### src/include/core_defs.svh
`ifndef CORE_DEFS_SVH
`define CORE_DEFS_SVH

////////////////////////////////////////
// Widths and credit counts
////////////////////////////////////////
`define DATA_WIDTH 32 // Data word size
`define REG_ADDR_WIDTH 5 // 32 registers
`define MEM_ADDR_WIDTH 6 // 64 memory words
`define RETIRE_CREDITS 4 // Granted by the consumer after reset
`define CREDIT_WIDTH 3 // Holds 0 to RETIRE_CREDITS

////////////////////////////////////////
// Opcodes
////////////////////////////////////////
`define OP_RTYPE 6'd0
`define OP_LW 6'd35
`define OP_LWU 6'd39
`define OP_LB 6'd32
`define OP_LBU 6'd36
`define OP_LH 6'd33
`define OP_LHU 6'd37
`define OP_SW 6'd43
`define OP_SB 6'd40
`define OP_SH 6'd41
`define OP_BEQ 6'd4
`define OP_BNE 6'd5
`define OP_ADDI 6'd8
`define OP_SLTI 6'd10
`define OP_ANDI 6'd12
`define OP_ORI 6'd13
`define OP_LUI 6'd15

// R-type function field
`define FN_ADD 6'd32
`define FN_SUB 6'd34
`define FN_AND 6'd36
`define FN_OR 6'd37
`define FN_SLT 6'd42

// Load size codes
`define LD_WORD 3'd0
`define LD_WORD_U 3'd1
`define LD_BYTE 3'd2
`define LD_BYTE_U 3'd3
`define LD_HALF 3'd4
`define LD_HALF_U 3'd5

// Store size codes
`define ST_WORD 2'd0
`define ST_BYTE 2'd1
`define ST_HALF 2'd2

// ALU operation class
`define ALU_MEM 2'd0
`define ALU_BRANCH 2'd1
`define ALU_RTYPE 2'd2
`define ALU_IMM 2'd3

`endif

### src/logic/corePkg.sv
`include "core_defs.svh"

package corePkg;

	////////////////////////////////////////
	// Vector types
	////////////////////////////////////////
	typedef logic [`DATA_WIDTH-1:0] word_t; // Data word
	typedef logic [`REG_ADDR_WIDTH-1:0] regAddr_t; // Register index
	typedef logic [`MEM_ADDR_WIDTH-1:0] memAddr_t; // Memory word index
	typedef logic [5:0] opcode_t; // Bits 31..26
	typedef logic [5:0] funct_t; // Bits 5..0
	typedef logic [1:0] aluClass_t;
	typedef logic [2:0] loadSize_t;
	typedef logic [1:0] storeSize_t;
	typedef logic [`CREDIT_WIDTH-1:0] credit_t;

	// Phases of one instruction
	typedef enum logic [2:0]
	{
		Idle,
		Read,
		Execute,
		Memory,
		Retire
	} seqState_t;

	////////////////////////////////////////
	// Structs
	////////////////////////////////////////
	typedef struct packed
	{
		logic regDst; // Rd when set, else Rt
		logic aluSrc; // Immediate as operand B
		logic memToReg; // Write back load data
		logic memWrite;
		logic regWrite;
		logic branch;
		logic branchOnEqual; // BEQ when set, BNE otherwise
		aluClass_t aluClass;
		loadSize_t loadSize;
		storeSize_t storeSize;
		funct_t funct; // Function field, or opcode for non R-type
	} ctrl_t;

	typedef struct packed
	{
		regAddr_t dest;
		word_t value;
		logic regWrite;
		logic branchTaken;
	} retire_t;

endpackage

### src/logic/controlUnit.sv
`timescale 1ns/1ps
`include "core_defs.svh"

module controlUnit
(
	input corePkg::opcode_t opcode,
	input corePkg::funct_t funct,
	output corePkg::ctrl_t ctrl
);
	import corePkg::*;

	always_comb
	begin
		ctrl = ctrl_t'(0); // Unknown opcodes fall out as no-op immediates
		ctrl.aluSrc = 1'b1;
		ctrl.aluClass = `ALU_IMM;
		ctrl.funct = opcode; // Opcode selects the immediate operation
		case (opcode)
			`OP_RTYPE:
			begin
				ctrl.regDst = 1'b1; // Write Rd
				ctrl.aluSrc = 1'b0; // Operand B from Rt
				ctrl.regWrite = 1'b1;
				ctrl.aluClass = `ALU_RTYPE;
				ctrl.funct = funct;
			end
			`OP_LW, `OP_LWU, `OP_LB, `OP_LBU, `OP_LH, `OP_LHU:
			begin
				ctrl.memToReg = 1'b1; // Load data to Rt
				ctrl.regWrite = 1'b1;
				ctrl.aluClass = `ALU_MEM; // Base plus offset
				case (opcode)
					`OP_LWU: ctrl.loadSize = `LD_WORD_U;
					`OP_LB: ctrl.loadSize = `LD_BYTE;
					`OP_LBU: ctrl.loadSize = `LD_BYTE_U;
					`OP_LH: ctrl.loadSize = `LD_HALF;
					`OP_LHU: ctrl.loadSize = `LD_HALF_U;
					default: ctrl.loadSize = `LD_WORD;
				endcase
			end
			`OP_SW, `OP_SB, `OP_SH:
			begin
				ctrl.memWrite = 1'b1; // Rt goes to memory
				ctrl.aluClass = `ALU_MEM;
				case (opcode)
					`OP_SB: ctrl.storeSize = `ST_BYTE;
					`OP_SH: ctrl.storeSize = `ST_HALF;
					default: ctrl.storeSize = `ST_WORD;
				endcase
			end
			`OP_BEQ, `OP_BNE:
			begin
				ctrl.aluSrc = 1'b0; // Compare Rs with Rt
				ctrl.branch = 1'b1;
				ctrl.branchOnEqual = (opcode == `OP_BEQ);
				ctrl.aluClass = `ALU_BRANCH;
			end
			`OP_ADDI, `OP_SLTI, `OP_ANDI, `OP_ORI, `OP_LUI:
				ctrl.regWrite = 1'b1; // Result to Rt
			default:
				ctrl.regWrite = 1'b0;
		endcase
	end

endmodule

### config.mk
export PLATFORM = sky130hd
export DESIGN_NAME = controlUnit
export DESIGN_NICKNAME = d
export VERILOG_FILES = /design/src/logic/corePkg.sv /design/src/logic/controlUnit.sv
export VERILOG_INCLUDE_DIRS = /design/src /design/src/include
export SDC_FILE = /design/constraint.sdc
export NUM_CORES = 1
export LEC_CHECK = 0
export ABC_AREA = 1
export BUFFER_PORTS_ARGS = -buffer_cell sky130_fd_sc_hd__buf_2
export CAP_MARGIN = 20
export CORE_AREA = 3 3 40 42
export DETAILED_ROUTE_END_ITERATION = 12
export DIE_AREA = 0 0 43 45
export SYNTH_ARGS = -nofsm -noshare
export SYNTH_HDL_FRONTEND = slang
export SYNTH_SLANG_ARGS = --single-unit
### constraint.sdc
create_clock -name vclk -period 0.8
set_input_delay 0.04 -clock vclk [all_inputs]
set_output_delay 0.04 -clock vclk [all_outputs]
set_load 0.02 [all_outputs]
Yosys cells after proc, flatten, opt, wreduce, memory -nomap -nowiden
Cells that the tools add are included.
{"block": "totals", "reg_bits": 0, "latchBits": 0, "ram_bits": 0, "mem_bits_ro": 0, "input_bits": 12, "out_inout_bits": 20, "word_cells": 35, "mem_count": 0}
{"block": "op_classes", "addsub": 0, "mul": 0, "div": 0, "magnitude_cmp": 0, "eq_ne": 16, "n_shift": 0, "muxes": 12, "n_bitwise": 0, "reduce_logical": 7}
{"op": "6-bit equality test (second input constant)", "n": 9}
{"op": "6-bit by 4-bit equality test with 1-bit output (second input constant)", "n": 5}
{"op": "3-bit case mux with 5 select lines", "n": 1}
{"op": "6-bit by 3-bit equality test with 1-bit output (second input constant)", "n": 2}
{"op": "12-bit OR reduction", "n": 1}
{"op": "9-bit OR reduction", "n": 1}
{"op": "6-bit zero test", "n": 1}
{"op": "6-bit two-way mux", "n": 1}
{"op": "2-bit case mux with 3 select lines", "n": 1}
{"op": "3-bit OR reduction", "n": 2}
{"op": "6-bit OR reduction", "n": 1}
{"op": "1-bit two-way mux", "n": 5}
{"op": "2-bit two-way mux", "n": 2}
{"op": "2-bit case mux with 2 select lines", "n": 1}
{"op": "3-bit two-way mux", "n": 1}
{"op": "2-bit OR reduction", "n": 1}

Logic depth before layout (Yosys ltp)
Gate-level depths: netlist of run 1.
{"block": "logic_depth", "depth_word": 3, "depth_mapped": 6, "depth_no_buf": 6}

Least setup slack after synthesis of run 1
OpenSTA, ideal clock, no wires.
{"block": "synth_timing", "path_type": "input to output", "startpoint": "input port opcode[3]", "endpoint": "output port ctrl[0] (netlist name)", "arrival_ns": 0.625, "t_required_ns": 0.760, "slack_ns": 0.135, "cell_stages": 5, "path_buffers": 0, "path_cell_list": "nor2_1 -> nand3_2 -> inv_2 -> nand2_1 -> nand2_1"}
{"element": "start: declaration", "line_no": "controlUnit.sv:6", "rtl": "input corePkg::opcode_t opcode,"}
{"element": "end: declaration", "line_no": "controlUnit.sv:8", "rtl": "output corePkg::ctrl_t ctrl"}

==> reports/qor.yml, run 1 <==
holdBufCountCts: 0
combPwrFrac_pct: 100.0
drt_iter0_drc: 3
final_antenna_net_count: 0
powerDensity_nw_per_um2: 474.6
seq_cells: 0
wl_per_cell_um: 9.712
crit_path_max_incr_delay_ns: 0.15
rsz0062_at_grt: "yes"
ys_warn_count: 0
hold_viol_final: 0
path_class: "input port to primary output"
worst_ep_arrival_time_ns: 0.79
routed_wl_um: 1078
antenna_found_initial: 0
grt_pass1_wl_um: 1738
synth_top_family_by_area: "simple AND/OR/NAND/NOR gates"
synth_adder_area_share_pct: 0
synth_cells: 56
fp.coreArea_um2: 1285
yosysSeqAreaShare_pct: 0
grt_max_degree: 8
worstMarginPinSlew_ns: 0.1671
end_kind: "primary output"
synth_area_per_cell_um2: 4.603
critPathSlowestCell: "nor2_4"
netSwitchingFraction_pct: 52.10
path_max_fanout: 7
synth-xor-area-share_pct: 0
initial_core_util_pct: 20.06
p_seq_share_pct: 0
run_status: "complete, but fails checks"
via_count: 465
antenna_cells: 0
place_congestion: 0.7164
required_ns: 0.76
p_leak_nw: 0.4156
drive_gt1_share_pct: 67.71
maxCapViolations: 0
area_delta_synth_final_pct: 161.2
switchingPower_w: 0.0001664
crit_chain: "buf_8 > nor2_4 > nand3_4 > inv_8 > nand2_2 > nand2_2 > buf_6"
dpl.cell_count: 108
die_w_um: 43
vdd_drop_max_v: 0.0002038
grt_usage_pct: 10.78
grt_pass1_vias: 439
min_period_ns: 0.8312
row_count: 13
grt-ovfl-total: 0
internal_power_w: 0.0001530
clock_buffers: 0
vias_per_cell: 4.189
drc: 0
ioPinCount: 32
firstDrtPassIters: 4
timing.final.ws_setup_ns: -0.03117
synth_cell_type_count: 10
fmaxAchievable_mhz: 1203
violations: "negative setup slack"
post-route-util_pct: 52.39
place_area_um2: 474.2
yosys.area_share.simple_pct: 79.61
muxShareOfSynthArea_pct: 0
synth-compound-area-share_pct: 0
fp.dieH_um: 45
crit_top_cell: "nand2_2"
clkPwrFrac_pct: 0
area.sequential_um2: 0
layout.nets: 110
final_cells: 111
netlist_area_um2: 257.7
slew_headroom_pct: 88.83
fin_crit_sh_pct: 103.9
synth_nets: 68
slew_viol_final: 0
hold_class: "input port to primary output"
dp_slack_ns: -0.06217
port_buffers: 32
start_kind: "input port"
dieArea_um2: 1935
finish.instance_area_um2: 673.1
setup_viol: 4
place_hpwl_um: 787.2
-- placed cells by master, fill, tap and decap left out, drive strengths merged --
master	count
and2	1
inv	14
nand3	6
buf	40
nand2	23
nand4	1
nor2	11
-- per-stage QoR --
step	setup TNS [ns]	total power, W	hold WS, ns
after floorplan	0	0.0001189	0.1598
after global placement	-0.3303	0.0002242	0.3835
after detailed placement	-0.4524	0.0002260	0.3891
after CTS	-0.04499	0.0002635	0.3743
after global routing	-0.6668	0.0003454	0.3862
final	-0.08075	0.0003195	0.3691
-- layout make-up --
type / count / area, µm²
Timing Repair Buffer: 40 / 321.6
Multi-Input combinational cell: 42 / 272.8
Tap cell: 15 / 18.77
Fill cell: 130 / 611.8
Inverter: 14 / 60.06
-- cells by family after synthesis --
| group | after synthesis |
|---|---|
| simple gates | 42 |
| buf+inv | 14 |
-- worst paths after layout --
| check | from | end | slack (ns) | cells past startpoint |
|---|---|---|---|---|
| worst min-delay path | opcode[0] | ctrl[0] | 0.37 | 4 |
| worst max-delay path | opcode[0] | ctrl[0] | -0.03 | 7 |
-- layer usage --
| layer | global-route usage (%) | wire length, µm |
|---|---|---|
| met1 | 14.29 | 415 |
| met2 | 20.66 | 558 |
| met3 | 0.3984 | 104 |
| met4 | 0 | 0 |
| met5 | 0 | 0 |
-- critical path, delay by kind of cell --
family,cells,cell delay (ns)
buffers and inverters,3,0.33
and+or+nand+nor,4,0.41
-- power groups by stage --
| stage | combinational (W) | sequential [W] | clock, W |
|---|---|---|---|
| after floorplan | 0.000119 | 0 | 0 |
| after global placement | 0.000224 | 0 | 0 |
| after detailed placement | 0.000226 | 0 | 0 |
| after CTS | 0.000264 | 0 | 0 |
| after global routing | 0.000345 | 0 | 0 |
| final | 0.000319 | 0 | 0 |
-- cell usage after synthesis, drive strengths merged --
cell type / number / area [µm²]
and2: 1 / 6.260
nor2: 11 / 63.81
inv: 14 / 52.55
nand4: 1 / 6.260
nand3: 6 / 40.04
nand2: 23 / 88.84
-- what timing repair did --
action	4_1_cts	5_1_grt
setup buffers	1	2
endpoints found under the setup margin	11	17
pin swaps	6	10
cloned	0	0
endpoints found under the hold margin	0	0
gates resized for setup	19	39
Note: power is estimated with default switching activity, not from simulation.
==> run 2: changes to the inputs <==
clock period = 0.82 ns   (was 0.8 ns; I/O delays follow)
==> run 2 against run 1 <==
Largest power group unchanged. Cell count down 0.90%. Largest cell class unchanged. Worst hold slack better by 0.0016 ns. Utilization down 0.78 points. Routed wire length up 2.9%. Non-clock buffer count down 1. Critical endpoint is now ctrl[12]. Die area unchanged. Critical path depth down 2. The run now ends clean. Worst setup slack better by 0.035 ns.
==> reports/qor.yml, run 2 (same netlist as run 1, synthesis figures left out) <==
crit_top_cell: "buf_6"
final_antenna_net_count: 0  # unchanged
timing.final.ws_setup_ns: 0.003570  # +0.03474 ns
min_period_ns: 0.8164
area_delta_synth_final_pct: 157.3
crit_path_max_incr_delay_ns: 0.19  # +0.04 ns
run_status: "complete, no violations"
fp.dieH_um: 45  # unchanged
num-fill-cells: 127  # -2.3%
grt_usage_pct: 10.20  # -0.58 points
internal_power_w: 0.0001479  # -3.4%
combPwrFrac_pct: 100.0  # about the same
firstDrtPassIters: 4  # unchanged
routed_wl_um: 1109  # +2.9%
fp.coreArea_um2: 1285  # unchanged
drc: 0  # unchanged
p_leak_nw: 0.4186  # +0.72%
required_ns: 0.78  # +0.02 ns
dp_slack_ns: -0.04417  # +0.01800 ns
setup_viol: 0  # -4
clkPwrFrac_pct: 0  # unchanged
most-common-layout-cells: "15 x buf_2, 13 x buf_6, 10 x nand2_1, 10 x buf_4"
grt_pass1_vias: 424  # -3.4%
final_common_cell: "buf_2"
layout.nets: 109  # -0.91%
critPathSlowestCell: "and2_4"
worst_ep_arrival_time_ns: 0.78  # about the same
crit_chain: "buf_6 > nor2_4 > nand4_1 > and2_4 > buf_6"
maxCapViolations: 0  # unchanged
fin_crit_sh_pct: 99.56
wl_per_cell_um: 10.08  # +3.8%
ioPinCount: 32  # unchanged
antenna_found_initial: 0  # unchanged
post-route-util_pct: 51.61  # -0.78 points
antenna_cells: 0  # unchanged
via_count: 475  # +2.2%
port_buffers: 32  # unchanged
slew_headroom_pct: 88.80  # about the same
powerDensity_nw_per_um2: 468.2  # -1.3%
dieArea_um2: 1935  # unchanged
switchingPower_w: 0.0001626  # -2.3%
hold_viol_final: 0  # unchanged
place_area_um2: 474.2  # unchanged
grt_max_degree: 8  # unchanged
worstMarginPinSlew_ns: 0.1675  # +0.0004314 ns
slew_viol_final: 0  # unchanged
row_count: 13  # unchanged
place_congestion: 0.7165  # about the same
vias_per_cell: 4.318  # +3.1%
netSwitchingFraction_pct: 52.37  # +0.27 points
fmaxAchievable_mhz: 1225
p_seq_share_pct: 0  # unchanged
drt_iter0_drc: 3  # unchanged
seq_cells: 0  # unchanged
clock_buffers: 0  # unchanged
path_class: "input port to primary output"
path_delay_family: "simple AND/OR/NAND/NOR gates"
place_hpwl_um: 787.2  # unchanged
vdd_drop_max_v: 0.0002257  # +11%
grt-ovfl-total: 0  # unchanged
area.sequential_um2: 0  # unchanged
hold_class: "input port to primary output"
drive_gt1_share_pct: 67.37  # -0.34 points
rsz0062_at_grt: "yes"
crit_buf_inv: 2  # -1
die_w_um: 43  # unchanged
initial_core_util_pct: 20.06  # unchanged
grt_pass1_wl_um: 1662  # -4.4%
start_kind: "input port"
finish.instance_area_um2: 663.1  # -1.5%
end_kind: "primary output"
path_max_fanout: 4  # -3
==> run 2: timing repair <==
action,4_1_cts,5_1_grt
endpoints found under the setup margin,8,15
pin swaps,4,11
gates resized for setup,12,47
setup buffers,1,1
hold buffers,0,0
==> run 2: worst min-delay path: cells and delay by family <==
kind / cells / cell delay, ns
buffers and inverters: 3 / 0.23
and+or+nand+nor: 1 / 0.05
==> run 2: power by group through the flow <==
stage,Sequential [W],Combinational (W),Clock [W]
2_1_floorplan,0,0.000116,0
3_3_place_gp,0,0.000219,0
3_5_place_dp,0,0.000220,0
4_1_cts,0,0.000245,0
5_1_grt,0,0.000336,0
6_report,0,0.000310,0
==> run 2: final timing paths <==
check	startpoint	slack, ns	to	cells past startpoint
min	opcode[0]	0.37	ctrl[0]	4
max	opcode[5]	0.004	ctrl[12]	5
==> run 2: routing by layer <==
layer / track usage (%) / part of all wire (%) / vias up
li1: - / - / 245
met1: 14.05 / 37 / 200
met2: 19.16 / 53 / 30
met3: 0 / 9.9 / 0
met4: 0 / 0 / 0
met5: 0 / 0 / -
==> run 2: stage by stage <==
stage / cells / total power, W / hold slack (ns) / setup TNS (ns)
finish: 110 / 0.0003105 / 0.3707 / 0
global route: 110 / 0.0003360 / 0.3882 / -0.2619
CTS: 109 / 0.0002449 / 0.3763 / -0.02699
detailed placement: 108 / 0.0002205 / 0.3911 / -0.2995
global placement: 108 / 0.0002187 / 0.3855 / -0.2004
floorplan: 56 / 0.0001160 / 0.1618 / 0
==> run 2: final cells by class <==
| type | instances | area, µm² | share of cell area (%) |
|---|---|---|---|
| multi-input cells | 42 | 272.8 | 41.13 |
| repair buffers | 39 | 311.5 | 46.98 |
| inverters | 14 | 60.06 | 9.057 |
| well taps | 15 | 18.77 | 2.830 |
