--- src/include/core_defs.svh ---
`ifndef CORE_DEFS_SVH
`define CORE_DEFS_SVH

////////////////////////////////////////
// Widths and credit counts
////////////////////////////////////////
`define DATA_WIDTH 32 // Data word size
`define REG_ADDR_WIDTH 5 // 32 registers
`define MEM_ADDR_WIDTH 6 // 64 memory words
`define RETIRE_CREDITS 4 // Granted by the consumer after reset
`define CREDIT_WIDTH 3 // Holds 0 to RETIRE_CREDITS

////////////////////////////////////////
// Opcodes
////////////////////////////////////////
`define OP_RTYPE 6'd0
`define OP_LW 6'd35
`define OP_LWU 6'd39
`define OP_LB 6'd32
`define OP_LBU 6'd36
`define OP_LH 6'd33
`define OP_LHU 6'd37
`define OP_SW 6'd43
`define OP_SB 6'd40
`define OP_SH 6'd41
`define OP_BEQ 6'd4
`define OP_BNE 6'd5
`define OP_ADDI 6'd8
`define OP_SLTI 6'd10
`define OP_ANDI 6'd12
`define OP_ORI 6'd13
`define OP_LUI 6'd15

// R-type function field
`define FN_ADD 6'd32
`define FN_SUB 6'd34
`define FN_AND 6'd36
`define FN_OR 6'd37
`define FN_SLT 6'd42

// Load size codes
`define LD_WORD 3'd0
`define LD_WORD_U 3'd1
`define LD_BYTE 3'd2
`define LD_BYTE_U 3'd3
`define LD_HALF 3'd4
`define LD_HALF_U 3'd5

// Store size codes
`define ST_WORD 2'd0
`define ST_BYTE 2'd1
`define ST_HALF 2'd2

// ALU operation class
`define ALU_MEM 2'd0
`define ALU_BRANCH 2'd1
`define ALU_RTYPE 2'd2
`define ALU_IMM 2'd3

`endif

--- src/logic/corePkg.sv ---
`include "core_defs.svh"

package corePkg;

	////////////////////////////////////////
	// Vector types
	////////////////////////////////////////
	typedef logic [`DATA_WIDTH-1:0] word_t; // Data word
	typedef logic [`REG_ADDR_WIDTH-1:0] regAddr_t; // Register index
	typedef logic [`MEM_ADDR_WIDTH-1:0] memAddr_t; // Memory word index
	typedef logic [5:0] opcode_t; // Bits 31..26
	typedef logic [5:0] funct_t; // Bits 5..0
	typedef logic [1:0] aluClass_t;
	typedef logic [2:0] loadSize_t;
	typedef logic [1:0] storeSize_t;
	typedef logic [`CREDIT_WIDTH-1:0] credit_t;

	// Phases of one instruction
	typedef enum logic [2:0]
	{
		Idle,
		Read,
		Execute,
		Memory,
		Retire
	} seqState_t;

	////////////////////////////////////////
	// Structs
	////////////////////////////////////////
	typedef struct packed
	{
		logic regDst; // Rd when set, else Rt
		logic aluSrc; // Immediate as operand B
		logic memToReg; // Write back load data
		logic memWrite;
		logic regWrite;
		logic branch;
		logic branchOnEqual; // BEQ when set, BNE otherwise
		aluClass_t aluClass;
		loadSize_t loadSize;
		storeSize_t storeSize;
		funct_t funct; // Function field, or opcode for non R-type
	} ctrl_t;

	typedef struct packed
	{
		regAddr_t dest;
		word_t value;
		logic regWrite;
		logic branchTaken;
	} retire_t;

endpackage

--- src/logic/alu.sv ---
`timescale 1ns/1ps
`include "core_defs.svh"

module alu
(
	input corePkg::ctrl_t ctrl,
	input corePkg::word_t operandA,
	input corePkg::word_t operandB,
	output corePkg::word_t result,
	output logic branchTaken
);
	import corePkg::*;

	word_t sum;
	word_t zeroExtB; // Logical immediates use zero extension
	logic lessThan;
	logic equal;

	assign sum = operandA + operandB;
	assign zeroExtB = {16'h0000, operandB[15:0]};
	assign lessThan = ($signed(operandA) < $signed(operandB)); // Signed compare
	assign equal = (operandA == operandB);

	always_comb
	begin
		result = '0;
		case (ctrl.aluClass)
			`ALU_MEM:
				result = sum; // Byte address
			`ALU_BRANCH:
				result = operandA - operandB; // Zero when equal
			`ALU_RTYPE:
				case (ctrl.funct)
					`FN_ADD: result = sum;
					`FN_SUB: result = operandA - operandB;
					`FN_AND: result = operandA & operandB;
					`FN_OR: result = operandA | operandB;
					`FN_SLT: result = word_t'(lessThan);
					default: result = '0;
				endcase
			default:
				case (ctrl.funct) // Immediate class keyed by opcode
					`OP_ADDI: result = sum;
					`OP_SLTI: result = word_t'(lessThan);
					`OP_ANDI: result = operandA & zeroExtB;
					`OP_ORI: result = operandA | zeroExtB;
					`OP_LUI: result = {operandB[15:0], 16'h0000};
					default: result = '0;
				endcase
		endcase
	end

	assign branchTaken = ctrl.branch && (ctrl.branchOnEqual ? equal : !equal);

endmodule

--- config.mk ---
export PLATFORM = sky130hd
export DESIGN_NAME = alu
export DESIGN_NICKNAME = d
export VERILOG_FILES = /design/src/logic/corePkg.sv /design/src/logic/alu.sv
export VERILOG_INCLUDE_DIRS = /design/src /design/src/include
export SDC_FILE = /design/constraint.sdc
export NUM_CORES = 1
export LEC_CHECK = 0
export BUFFER_PORTS_ARGS = -buffer_cell sky130_fd_sc_hd__buf_2
export CAP_MARGIN = 40
export CORE_MARGIN = 1.5
export CORE_UTILIZATION = 54
export DETAILED_ROUTE_END_ITERATION = 12
export GPL_TIMING_DRIVEN = 0
export PLACE_DENSITY = 0.81
export REMOVE_ABC_BUFFERS = 1
export SLEW_MARGIN = 40
export SYNTH_ARGS = -nofsm -noshare
export SYNTH_HDL_FRONTEND = slang
export SYNTH_SLANG_ARGS = --single-unit
--- constraint.sdc ---
create_clock -name vclk -period 3.5
set_clock_uncertainty 0.2 [all_clocks]
set_input_delay 0.525 -clock vclk [all_inputs]
set_output_delay 0.525 -clock vclk [all_outputs]
set_load 0.01 [all_outputs]
; ---- Word level (Yosys, flattened, before mapping)
; Cells that the tools add are included.
[classes]
n_addsub = 2
magnitude_cmp = 1
eq_ne = 13
n_mux = 4
bitwise_logic = 4
n_reduce_logical = 3
[ops]
columns = op, count
row1 = case mux 32 bit (5 select lines), 2
row2 = case mux 32 bit (3 select lines), 1
row3 = adder 32 bit, 1
row4 = bitwise AND 32 x 16 -> 32 bit, 1
row5 = bitwise AND 32 bit, 1
row6 = equality test 32 bit, 1
row7 = < comparator 32 bit, 1
row8 = OR 32 x 16 -> 32 bit, 1
row9 = OR 32 bit, 1
row10 = subtractor 32 bit, 1
row11 = "equality test 6 x 4 -> 1 bit, second input constant", 5
row12 = "equality test 6 bit, second input constant", 5
row13 = "equality test 2 x 1 -> 1 bit, second input constant", 1
row14 = "equality test 2 bit, second input constant", 1
row15 = logical NOT 2 bit, 1
row16 = logical AND 1 bit, 1
row17 = logical NOT 1 bit, 1
row18 = two-way mux 1 bit, 1
[word_totals]
regBits = 0
in_bits = 84
output_inout_bits = 33
word_cells = 27

; ---- Depth between registers and ports, before layout
; Gate-level depths: netlist of run 1.
[logic_depth]
depth_word = 4
depth_mapped = 12
ltp_nobuf = 12

; ---- Worst setup path after synthesis of run 1
; OpenSTA, ideal clock, no wires.
[synth_timing]
path_kind = input -> output
from = input operandA[0]
to = output result[22]
arrival_time_ns = 3.060
required_time_ns = 2.775
setup_slack_ns = -0.285
stages = 11
n_path_buf = 0
cell_sequence = ha_1 -> fa_1 -> a21o_1 -> a21oi_2 -> o21ai_2 -> o21a_1 -> a221o_2 -> a31oi_4 -> xnor2_1 -> o22ai_1 -> a221o_1
[synth_between]
elab_chain_len = 3
elab_cells_between_ends = 5
classes_between = add/sub (2) / mux (3)
[synth_lines]
columns = element, line
row1 = from (decl), alu.sv:7  ; input corePkg::word_t operandA,
row2 = adder 32 bit or subtractor 32 bit (tied branches), "alu.sv:19, alu.sv:31, alu.sv:35"
row3 = case mux 32 bit (5 select lines) (on tied branches), "alu.sv:42, alu.sv:33"
row4 = case mux 32 bit (3 select lines) (*), alu.sv:27  ; case (ctrl.aluClass)
row5 = to (decl), alu.sv:9  ; output corePkg::word_t result,
; Every way passes the cells marked *; elsewhere a longest branch is shown, timed or not.

; ---- Final worst setup path of run 1
[layout_timing]
from = input operandB[2]
to = output result[26]
[layout_between]
elab_chain_len = 3
elab_cells_between_ends = 5
classes_between = add/sub (2) / mux (3)
[layout_lines]
columns = element, line
row1 = from (decl), alu.sv:8  ; input corePkg::word_t operandB,
row2 = adder 32 bit or subtractor 32 bit (tied branches), "alu.sv:19, alu.sv:31, alu.sv:35"
row3 = case mux 32 bit (5 select lines) (on tied branches), "alu.sv:42, alu.sv:33"
row4 = case mux 32 bit (3 select lines) (*), alu.sv:27
; Marked as above.

==> impl_results.md, run 1 <==
* Max incr delay on CP at approximately 430 ps
* Reg area at 0 um^2
* Largest cells by area after synthesis: ha_1, a21oi_1, nor2_1
* Overflow after GRT at 0
* Sequential fraction of the synthesis area at 0%
* Period utilization at 121%
* Clock buffers at 0
* Top delay family on crit path: compound AO/OA/AOI/OAI gates
* Post-synth top area share at about a fifth
* Core area at 10900 um^2
* Total die area at 11800 um^2
* CP max FO at 6
* Area grow syn2layout at 42.0%
* Min Tclk post-route at 4230 ps
* All-Layer GR Usage at 43.2%
* Failing checks: setup timing
* Initial Utilization at a little under three fifths
* Worst setup endpoint: result[26]
* CP max stage cell: o21ai_2
* Seq Cell Count at 0
* Syn avg cell area at around 6.5 um^2
* Residual DRC at 0
* Design area at 8580 um^2
* Cell depth of the worst setup path at 15
* Hold buffers post-CTS at 0
* Die Y at 109 um
* Drt total wl at 29.6 mm
* Pins Over Slew Limit at 0
* Util after Layout at about 79%
* Final TNS setup at -11550 ps
* WP data required at 2770 ps
* Critical-path cell list: buf_2 > inv_2 > ha_4 > a21o_1 > a21oi_2 > o21ai_2 > o21a_1 > a221o_2 > a31oi_4 > buf_6 > buf_6 > o41ai_4 > mux2i_1 > nand4_1 > buf_2
* Via Count at 8769
* Pwr per Cell Area at 191 nW/um^2
* DRT antenna net count at 0
* Largest area contributor in the synthesized netlist: ha_1
* Largest net degree at the start of global routing at 65
* Fill count at 751
* HP Start: ctrl[14]
* WS Path Type: primary input to primary output
* Setup WS post-layout at -725 ps
* First-pass GRT wire length at 40.1 mm
* CP Launch Point: operandB[2]
* Non-filler cells, final at approximately 1.2k
* Hold path depth at 3
* Syn Inst Count at 930
* Hpwl dp at 17.4 mm
* Hold WC Path Type: primary input to primary output
* Cell Area, Placed at 6590 um^2
* CP Capture Type: primary output
* Iteration-0 DRC Markers at approximately 1.4k
* Routability cong. at 1.01
* Synth Warn # at 0
* Layout cell share with drive strength beyond 1 at between 30 and 40%
* Drt first pass iters at 8
* Status: finished, violations left
* # setup viols final at 30
* Critical path data arrival time at 3500 ps
* Std cell rows at 38
* Max Freq at 0.237 GHz
* Final hold viol count at 0
* Worst Max-Slew Pin Slew at between 800 and 900 ps
* CP bufs+invs at 5
* Drt via density at 7.20
* Ports at 117
* Vias in the first global route at between 7k and 8k
* Number of nets in the layout at roughly 1.3k
* Leak Pwr at 3.77 nW
* Max Cap Viol at 0
* Kind of start point of the critical path: primary input
* Cells after DPL at 1127
* Area of the mapped netlist at 6040 um^2
* Initial antenna violation count at 1
* Multi-input logic area at 6580 um^2
* Chip width at 109 um
* RSZ-0062 raised after global routing: yes
* WL/cell at 24.3 um
* Cell variety after synth at 77
* Max-Slew Margin vs Limit at 41.3%
* Peak supply drop at between 0.1 and 0.15 mV
* # port buffers at between 100 and 150
==> final cells by class <==
| type | count | share of cell area (%) |
|---|---|---|
| multi-input combinational | 772 | 76.7 |
| timing repair buffer | 200 | 16.3 |
| inverter | 105 | 4.97 |
| tap | 140 | 2.04 |
| antenna | 1 | 0.0292 |
==> stage by stage <==
step	setup slack (ps)	hold slack, ps	power [mW]
4_1_cts	-452	1140	1.34
2_1_floorplan	-288	994	0.744
5_1_grt	-712	1160	1.71
3_3_place_gp	-1850	1140	1.08
3_5_place_dp	-997	1140	1.10
6_report	-725	1140	1.64
==> where the power goes <==
| part | switching, mW | internal, mW | leakage [nW] |
|---|---|---|---|
| Sequential | 0 | 0 | 0 |
| Clock | 0 | 0.00000000571 | 0.00000931 |
| Combinational | 0.959 | 0.678 | 3.77 |
| Total | 0.959 | 0.678 | 3.77 |
==> worst min-delay path by stage <==
stage,endpoint,slack (ps)
after floorplan,branchTaken,990
after global placement,branchTaken,1140
after detailed placement,branchTaken,1140
after CTS,branchTaken,1140
after global routing,branchTaken,1160
final,branchTaken,1140
==> layout by cell type, fill, tap and decap left out, types with 15 or more instances in the layout <==
master	instances
nor2_1	95
a221o_1	15
nand2_1	56
inv_2	15
a21oi_2	15
a21oi_1	69
ha_4	21
nor3_1	15
o22ai_1	22
buf_2	92
buf_4	85
inv_1	78
o21ai_0	48
ha_1	71
xnor2_1	19
mux2i_1	27
==> logic make-up (layout without fill, tap and decap cells) <==
family / Yosys count / in the layout / share of synthesized area (%)
other: 0 / 1 / 0
xor gates and xnor gates: 25 / 25 / 3.62
muxes: 29 / 29 / 4.85
and+or+nand+nor: 264 / 264 / 20.3
adders and majority gates: 103 / 103 / 21.6
buffers and inverters: 158 / 305 / 10.3
AOI/OAI and AO/OA: 351 / 351 / 39.3
==> repair_timing <==
| action | 4_1_cts | 5_1_grt |
|---|---|---|
| buffers inserted | 55 | 38 |
| endpoints found under the setup margin | 30 | 33 |
| resized for setup | 185 | 119 |
| pin swaps | 59 | 70 |
==> cells in the mapped netlist, types with 7 or more instances <==
master and instances:
nor2_1 104, inv_1 102, ha_1 101, a21oi_1 92, o21ai_0 66, nand2_1 59, clkbuf_1 30, mux2i_1 27
o22ai_1 25, xnor2_1 23, nor3_1 21, buf_2 18, a221o_1 15, o21bai_1 15, nand3_1 14, o211ai_1 14
o31ai_1 14, a211oi_1 13, a221oi_1 13, nand2b_1 13, o221ai_1 12, a21o_1 10, nor4_1 10, nand4_1 8
nor2b_1 7
==> metal layers <==
metal  wire length [um]  GRT usage (%)
met2              12300           68.6
met1               9900           51.2
met4               2930           27.8
met5                 61              0
met3               4460           11.7
No activity file was read; power rests on OpenSTA's default activity.
==> inputs of run 2 (changes only) <==
- ABC_AREA: unset -> 1
- CORE_ASPECT_RATIO: unset -> 0.5
- CORE_UTILIZATION: 54 -> 55
==> run 2 against run 1 <==
Net effect: the flow still finishes with violations (setup timing); synthesized cell count increased by 53%; largest cell class unchanged; critical path depth is 1 lower; critical endpoint is now result[21]; via count up 15%; global-route usage increased by 2.2 points; area after synthesis up 18%; maximum frequency grew 20%.
==> impl_results.md, run 2 <==
* Hold WC Path Type: primary input to primary output
* Ports at 117
* Max Freq at 0.284 GHz
* Syn Inst Count at about 1.4k
* Overflow after GRT at 0
* Max Cap Viol at 0
* Worst Max-Slew Pin Slew at 875 ps
* Layout cell share with drive strength beyond 1 at between 10% and 20%
* Crit-path most repeated cell: nor2_1
* Routability cong. at about 1.1
* CP Capture Type: primary output
* Post-synth top area share at approximately a quarter
* Std cell rows at 29
* Cell Area, Placed at 7710 um^2
* Via Count at 10.1k
* Pins Over Slew Limit at 0
* Die Y at between 80 and 90 um
* Vias in the first global route at 9010
* Area of the mapped netlist at 7160 um^2
* Fill count at between 1k and 1.5k
* Largest cells by area after synthesis: nand2_1, ha_1, inv_1
* Setup WS post-layout at -20.0 ps
* Min Tclk post-route at 3520 ps
* Syn avg cell area at 5.03 um^2
* WP data required at 2770 ps
* Hpwl dp at 25.6 mm
* Max-Slew Margin vs Limit at between 40 and 50%
* # setup viols final at 1
* Critical-path cell list: buf_2 > inv_1 > ha_4 > nor2_1 > nor2_1 > nand3_1 > nand2_1 > nand3_1 > nand2_1 > nand3_1 > a21oi_1 > nor2_1 > nor2_1 > buf_2
* CP bufs+invs at 3
* Cells after DPL at 1662
* Drt first pass iters at 8
* Kind of start point of the critical path: primary input
* Top delay family on crit path: simple AND/OR/NAND/NOR gates
* Failing checks: setup timing
* Critical path data arrival time at around 2800 ps
* WL/cell at 19.6 um
* Sequential fraction of the synthesis area at 0%
* All-Layer GR Usage at between 40 and 50%
* Reg area at 0 um^2
* Core area at about 13000 um^2
* Status: finished, violations left
* Cell variety after synth at 44
* Chip width at 164 um
* Peak supply drop at a little over 0.1 mV
* Period utilization at 101%
* Iteration-0 DRC Markers at roughly 1.6k
* Antenna Cells at 0
* CP max stage cell: ha_4
* Number of nets in the layout at 1692
* Initial Utilization at 56.5%
* Area grow syn2layout at 14.8%
* WS Path Type: primary input to primary output
* Largest net degree at the start of global routing at 33
* Clock buffers at 0
* Seq Cell Count at 0
* Commonest non-fill, non-tap cell in the layout: nand2_1
* Pwr per Cell Area at ~160 nW/um^2
* # port buffers at 107
* Design area at 8210 um^2
* Final TNS setup at -20.0 ps
* Non-filler cells, final at 1673
* DRT antenna net count at 0
* Top-count cell post-synth: nand2_1
* Multi-input logic area at between 6000 and 7000 um^2
* Hold buffers post-CTS at 0
* Total die area at 13700 um^2
* CP max FO at 11
* First-pass GRT wire length at around 48 mm
* Final hold viol count at 0
* Most frequent cells in the layout: nand2_1, inv_1, nor2_1
* Leak Pwr at 4.65 nW
* Initial antenna violation count at 1
* Synth Warn # at 0
* Drt via density at 6.02
* Residual DRC at 0
* Max incr delay on CP at 400 ps
* RSZ-0062 raised after global routing: yes
* Largest area contributor in the synthesized netlist: nand2_1
* Drt total wl at 32.8 mm
* Post-synth top cells: nand2_1, inv_1, nor2_1, nand3_1, ha_1
## run 2: cell count changes in the layout (fill, tap and decap cells not counted), sizes merged, moves of 12 or more
cell	delta
xnor2	-22
inv	+171
xor2	+12
mux2i	-27
a221o	-16
buf	-79
nand2b	-13
nand2	+404
a21oi	-14
nand3	+98
o31ai	-17
nor2	+41
## run 2: metal layers
metal / vias up / share of wire, % / GRT usage (%)
li1: 4658 / - / -
met2: 766 / 40 / 68.4
met5: - / 0.034 / 0
met3: 143 / 15 / 11.0
met1: 4505 / 41 / 62.7
met4: 2 / 4.2 / 15.5
## run 2: cell type report
type | instances | area share (%)
multi-input cells | 1108 | 76.9
inverters | 276 | 12.8
repair buffers | 119 | 7.71
well taps | 170 | 2.59
## run 2: power by group
group,switching [mW],total [mW],internal [mW]
clock network,0,0,0
logic,0.905,1.33,0.426
registers,0,0,0
## run 2: stage by stage
step	total power [mW]	utilization, %	hold WS (ps)	setup WS [ps]
after floorplan	0.756	-	963	619
after global placement	1.13	60.7	1160	-535
after detailed placement	1.16	60.9	1170	-285
after CTS	1.18	61.6	1180	0.876
after global routing	1.42	64.8	1220	-70.4
final	1.33	64.8	1180	-20.0
## run 2: kinds of logic after synthesis
| logic type | after synthesis | synth area share (%) |
|---|---|---|
| AND/OR/NAND/NOR | 767 | 44.5 |
| buffers and inverters | 314 | 17.6 |
| AO/OA/AOI/OAI | 223 | 17.9 |
| adder cells (fa/ha/maj) | 103 | 18.2 |
| XOR/XNOR | 15 | 1.84 |
## run 2: path summary, 6_finish.rpt
| check | slack, ps | from | to | depth (start not counted) |
|---|---|---|---|---|
| worst max-delay path | -20 | operandB[4] | result[21] | 14 |
| worst min-delay path | 1180 | ctrl[14] | branchTaken | 4 |
## run 2: tightest hold or removal path, delay by kind of cell
kind	cells	cell delay, ps
AOI/OAI and AO/OA	2	110
buffers and inverters	2	220
## run 2: timing repair
action	in CTS	in global routing
setup endpoints to repair	23	25
pin swaps	1	5
setup buffers	1	10
resized for setup	23	84
